==> src/hw/fas_params.svh <==
`ifndef FAS_PARAMS_SVH
`define FAS_PARAMS_SVH

//////////////////////////////////////////////////////////////////////
// datapath widths
//////////////////////////////////////////////////////////////////////
`define FAS_SAMPLE_W 16   // input and filtered sample width
`define FAS_COEF_W   20   // fir coefficient width
`define FAS_TW_W     18   // twiddle width, holds +/-1.0 in q16
`define FAS_ACC_W    24   // fft internal word per real/imag part

// fixed point
`define FAS_FRAC     16   // fraction bits of coefs and twiddles

// structure
`define FAS_TAPS     32   // fir length
`define FAS_FFT_N    16   // samples per frame = fft points

`endif

==> src/hw/fas_stream_pkg.sv <==
`include "fas_params.svh"

package fas_stream_pkg;

  //////////////////////////////////////////////////////////////////////
  // sample stream
  //////////////////////////////////////////////////////////////////////
  typedef logic signed [`FAS_SAMPLE_W-1:0] sample_t;

  typedef struct packed {
    logic    valid;  // qualifies data for one cycle
    sample_t data;
  } sample_s;

  // complex word inside the fft stages
  typedef struct packed {
    logic signed [`FAS_ACC_W-1:0] re;
    logic signed [`FAS_ACC_W-1:0] im;
  } cplx_t;

  //////////////////////////////////////////////////////////////////////
  // frame and spectrum
  //////////////////////////////////////////////////////////////////////
  typedef struct packed {
    logic                          valid;  // one cycle per full frame
    sample_t [`FAS_FFT_N-1:0]      x;      // x[0] is the oldest sample
  } frame_s;

  typedef struct packed {
    sample_t re;
    sample_t im;
  } bin_t;

  typedef struct packed {
    logic                     valid;
    bin_t [`FAS_FFT_N-1:0]    bin;  // natural order, bin[0] is dc
  } spectrum_s;

endpackage

==> src/hw/frame_buffer.sv <==
`include "fas_params.svh"

module frame_buffer (
  input  logic                    clk,
  input  logic                    rst,
  input  fas_stream_pkg::sample_s in_s,
  output fas_stream_pkg::frame_s  frame
);
  import fas_stream_pkg::*;

  sample_t [`FAS_FFT_N-1:0]      slots;     // one frame worth of samples
  logic [$clog2(`FAS_FFT_N)-1:0] idx;       // next slot to write
  logic                          full_q;    // one cycle pulse

  //////////////////////////////////////////////////////////////////////
  // slot storage
  //////////////////////////////////////////////////////////////////////
  always_ff @(posedge clk) begin
    if (in_s.valid) slots[idx] <= in_s.data;
  end

  // fill index, wraps at the end of each frame
  always_ff @(posedge clk or posedge rst) begin
    if (rst) begin
      idx    <= '0;
      full_q <= 1'b0;
    end else if (in_s.valid) begin
      idx    <= idx + 1'b1;
      full_q <= &idx;      // last slot written now
    end else begin
      idx    <= '0;        // drop the partial frame
      full_q <= 1'b0;
    end
  end

  // slots are stable for the pulse cycle, slot 15 lands on the same edge
  assign frame = '{valid: full_q, x: slots};

endmodule

==> config.mk <==
export PLATFORM = sky130hd
export DESIGN_NAME = frame_buffer
export DESIGN_NICKNAME = d
export VERILOG_FILES = /design/src/hw/fas_stream_pkg.sv /design/src/hw/frame_buffer.sv
export VERILOG_INCLUDE_DIRS = /design/src /design/src/hw
export SDC_FILE = /design/constraint.sdc
export NUM_CORES = 1
export LEC_CHECK = 0
export ABC_AREA = 1
export BUFFER_PORTS_ARGS = -buffer_cell sky130_fd_sc_hd__buf_4
export CORE_ASPECT_RATIO = 0.7
export CORE_MARGIN = 2
export CORE_UTILIZATION = 30
export CTS_CLUSTER_SIZE = 10
export DETAILED_ROUTE_END_ITERATION = 7
export PLACE_DENSITY = 0.53
export SYNTH_ARGS = -nofsm -noshare
export SYNTH_HDL_FRONTEND = slang
export SYNTH_SLANG_ARGS = --single-unit
==> constraint.sdc <==
create_clock -name clk -period 3.94 [get_ports clk]
set_clock_uncertainty 0.15 [all_clocks]
set_input_delay 0.788 -clock clk [delete_from_list [all_inputs] [get_ports clk]]
set_output_delay 0.788 -clock clk [all_outputs]
set_load 0.05 [all_outputs]
==> impl_metrics.yaml <==
outcome:
  status: "finished, final reports clean"
drt:
  wl_per_cell_um: 21.4
  drtPass1Iterations: 4
  wl_um: 21300
  drc_errors: 0
  drtIter0Drc: 217
  met1_length_um: 9130
  wl_met3_um: 1930
  ant_nets: 0
  dr.max_layer_used: "met4"
  via_count: 4231
  avgViaCountPerCell: 4.25
  dr_wl_met2_um: 9540
critical_path:
  worst_ep_arrival_time_ps: 2320
  endpoint: "frame[193]"
  critical_path_class: "flip-flop to flip-flop"
  reg2reg_to: "frame[193]"
  r2r_cells: 4
  startpoint: "idx[0]"
  reg2reg_from: "idx[0]"
  start_kind: "flip-flop"
  cp-end-kind: "flip-flop"
  cp_data_required_time_ps: 3930
  r2r_setup_slack_ps: 1610
  critPathMaxFanout: 16
timing:
  rsz0062_at_grt: "no"
  fmax_ghz: 0.429
  slew_violations: 0
  slew_headroom_pct: 28.7
  final.min_clock_period_ps: 2330
  setup_viol: 0
  finalSetupTns_ps: 0
  hold_viol: 0
  finalCritPeriodShare_pct: 59.1
  tightest_slew_ps: 1070
logic_synthesis:
  avgSynthCellArea_um2: 26.2
  netlist.area_leader.share_pct: 95.7
  synthCells: 307
  synth.area.top_cells: "edfxtp_1 96%, dfrtp_1 1.6%, nor2_1 0.84%"
  ys_warn_count: 0
  ys_seq_elements: 261
  syn_nets: 330
  synth_top_area_cell: "edfxtp_1"
  yosysUniqueCellTypes: 12
  syn-cell-area_um2: 8030
  ys_seq_area_share_pct: 97.3
clocking:
  root_buffer: "clkbuf_16"
  cts_hold_buf: 1
  cts_buffers: 30
  clockBufferDepth: 3
  post_cts_buffers: 0
  clk_latency_ps: 530
  path_clk_slew_ps: 50
  htreeDepth: 1
  cts_tree: "built"
  clock-sinks: 261
  cts_resized: 0
global_route:
  antenna_found_initial: 1
  overflow: 0
  grt_pass1_wl_um: 29600
  grt_usage_pct: 14.6
  grt_max_degree: 18
  grt_pass1_vias: 4352
cells_and_area:
  synthToLayoutAreaGrowth_pct: 42.4
  design_area_um2: 11400
  drive_gt1_share_pct: 51.7
  finalNetCount: 639
  final_common_cell: "buf_4"
  layout_common_cells: "277 x buf_4, 256 x edfxtp_1, 31 x clkbuf_16"
place:
  numPortBuffers: 275
  dpl_cell_area_um2: 10600
  dp_hpwl_um: 14000
  gp_routability_congestion: 0.805
pwr:
  power_frac_comb_pct: 4.4
  power_density_nw_per_um2: 503
  leakagePower_nw: 4.23
  netSwitchingFraction_pct: 20.7
  p_total_w: 0.00575
  switching_power_w: 0.00119
  irDropWorstVdd_v: 0.000309
  pwr-share-clk_pct: 41.5
  p_seq_share_pct: 54.0
  internal_power_w: 0.00456
run:
  drv_cap: 0
die:
  coreArea_um2: 26500
  die_x_um: 200
  num_rows: 50
  die-area_um2: 28100
  ios: 276
  start_util_pct: 30.3
  die_y_um: 141
hold_path:
  hold_class: "primary input to flip-flop"
## state kept, by name, summed over array words and instances, names as in the netlist
signal and cells:
full_q 1, frame 256, idx 4
## metal layers
metal  up-vias  GRT usage [%]
met5         -              0
met4         0           5.54
met3        40           4.55
met2       241           21.8
met1      2133           20.2
li1       1817              -
## layout make-up
| cell class | instances | area (um2) |
|---|---|---|
| multi-input cells | 37 | 216 |
| well taps | 364 | 455 |
| diodes | 2 | 5.00 |
| clock inverters | 3 | 13.8 |
| clock buffers | 42 | 817 |
| inverters | 8 | 30.0 |
| fillers | 2345 | 15100 |
| flip-flops and latches | 261 | 7810 |
| repair buffers | 278 | 2090 |
## power groups by stage
stage | combinational (W) | sequential [W] | clock, W
after detailed placement | 0.000257 | 0.00316 | 0
after global placement | 0.000251 | 0.00316 | 0
final | 0.000254 | 0.00311 | 0.00239
after global routing | 0.000269 | 0.00311 | 0.00257
after CTS | 0.000257 | 0.00311 | 0.00245
after floorplan | 0.0000239 | 0.00326 | 0
## cell families (layout without fill, tap and decap cells)
logic type	after synthesis	count (layout)	share of synthesized area, %
adders and majority gates	4	4	0.623
and+or+nand+nor	30	30	1.45
other	0	2	0
buffers and inverters	9	331	0.467
AOI/OAI and AO/OA	3	3	0.187
DFF	261	261	97.3
## worst min path at each step
stage / startpoint / cells past startpoint / endpoint
after floorplan: idx[0] / 1 / idx[0]
after global placement: idx[0] / 1 / idx[0]
after detailed placement: idx[2] / 1 / idx[2]
after CTS: in_s[16] / 3 / idx[1]
after global routing: in_s[16] / 3 / idx[0]
final: in_s[16] / 3 / idx[1]
## metrics by stage
step	util [%]	hold slack [ps]	setup slack, ps	instances
2_1_floorplan	-	339	1780	307
3_3_place_gp	39.9	354	1470	947
3_5_place_dp	39.9	409	1350	947
4_1_cts	43.1	339	1580	993
5_1_grt	43.1	384	1470	993
6_report	43.1	377	1610	995
## Yosys cell counts
| cell type | count |
|---|---|
| inv_1 | 8 |
| nor2_1 | 18 |
| dfrtp_1 | 5 |
| o21ai_0 | 1 |
| nand2_1 | 10 |
| ha_1 | 4 |
| buf_4 | 1 |
| a21oi_1 | 1 |
| o21ai_1 | 1 |
| edfxtp_1 | 256 |
| nand2_2 | 1 |
| nand3_1 | 1 |
## worst max-delay path, cell delays in order, from the launching register on
cell     delay [ps]
dfrtp_1         440
inv_1           130
ha_1            180
nand2_1         200
nor2_2          820
(Power assumes the default switching activity.)
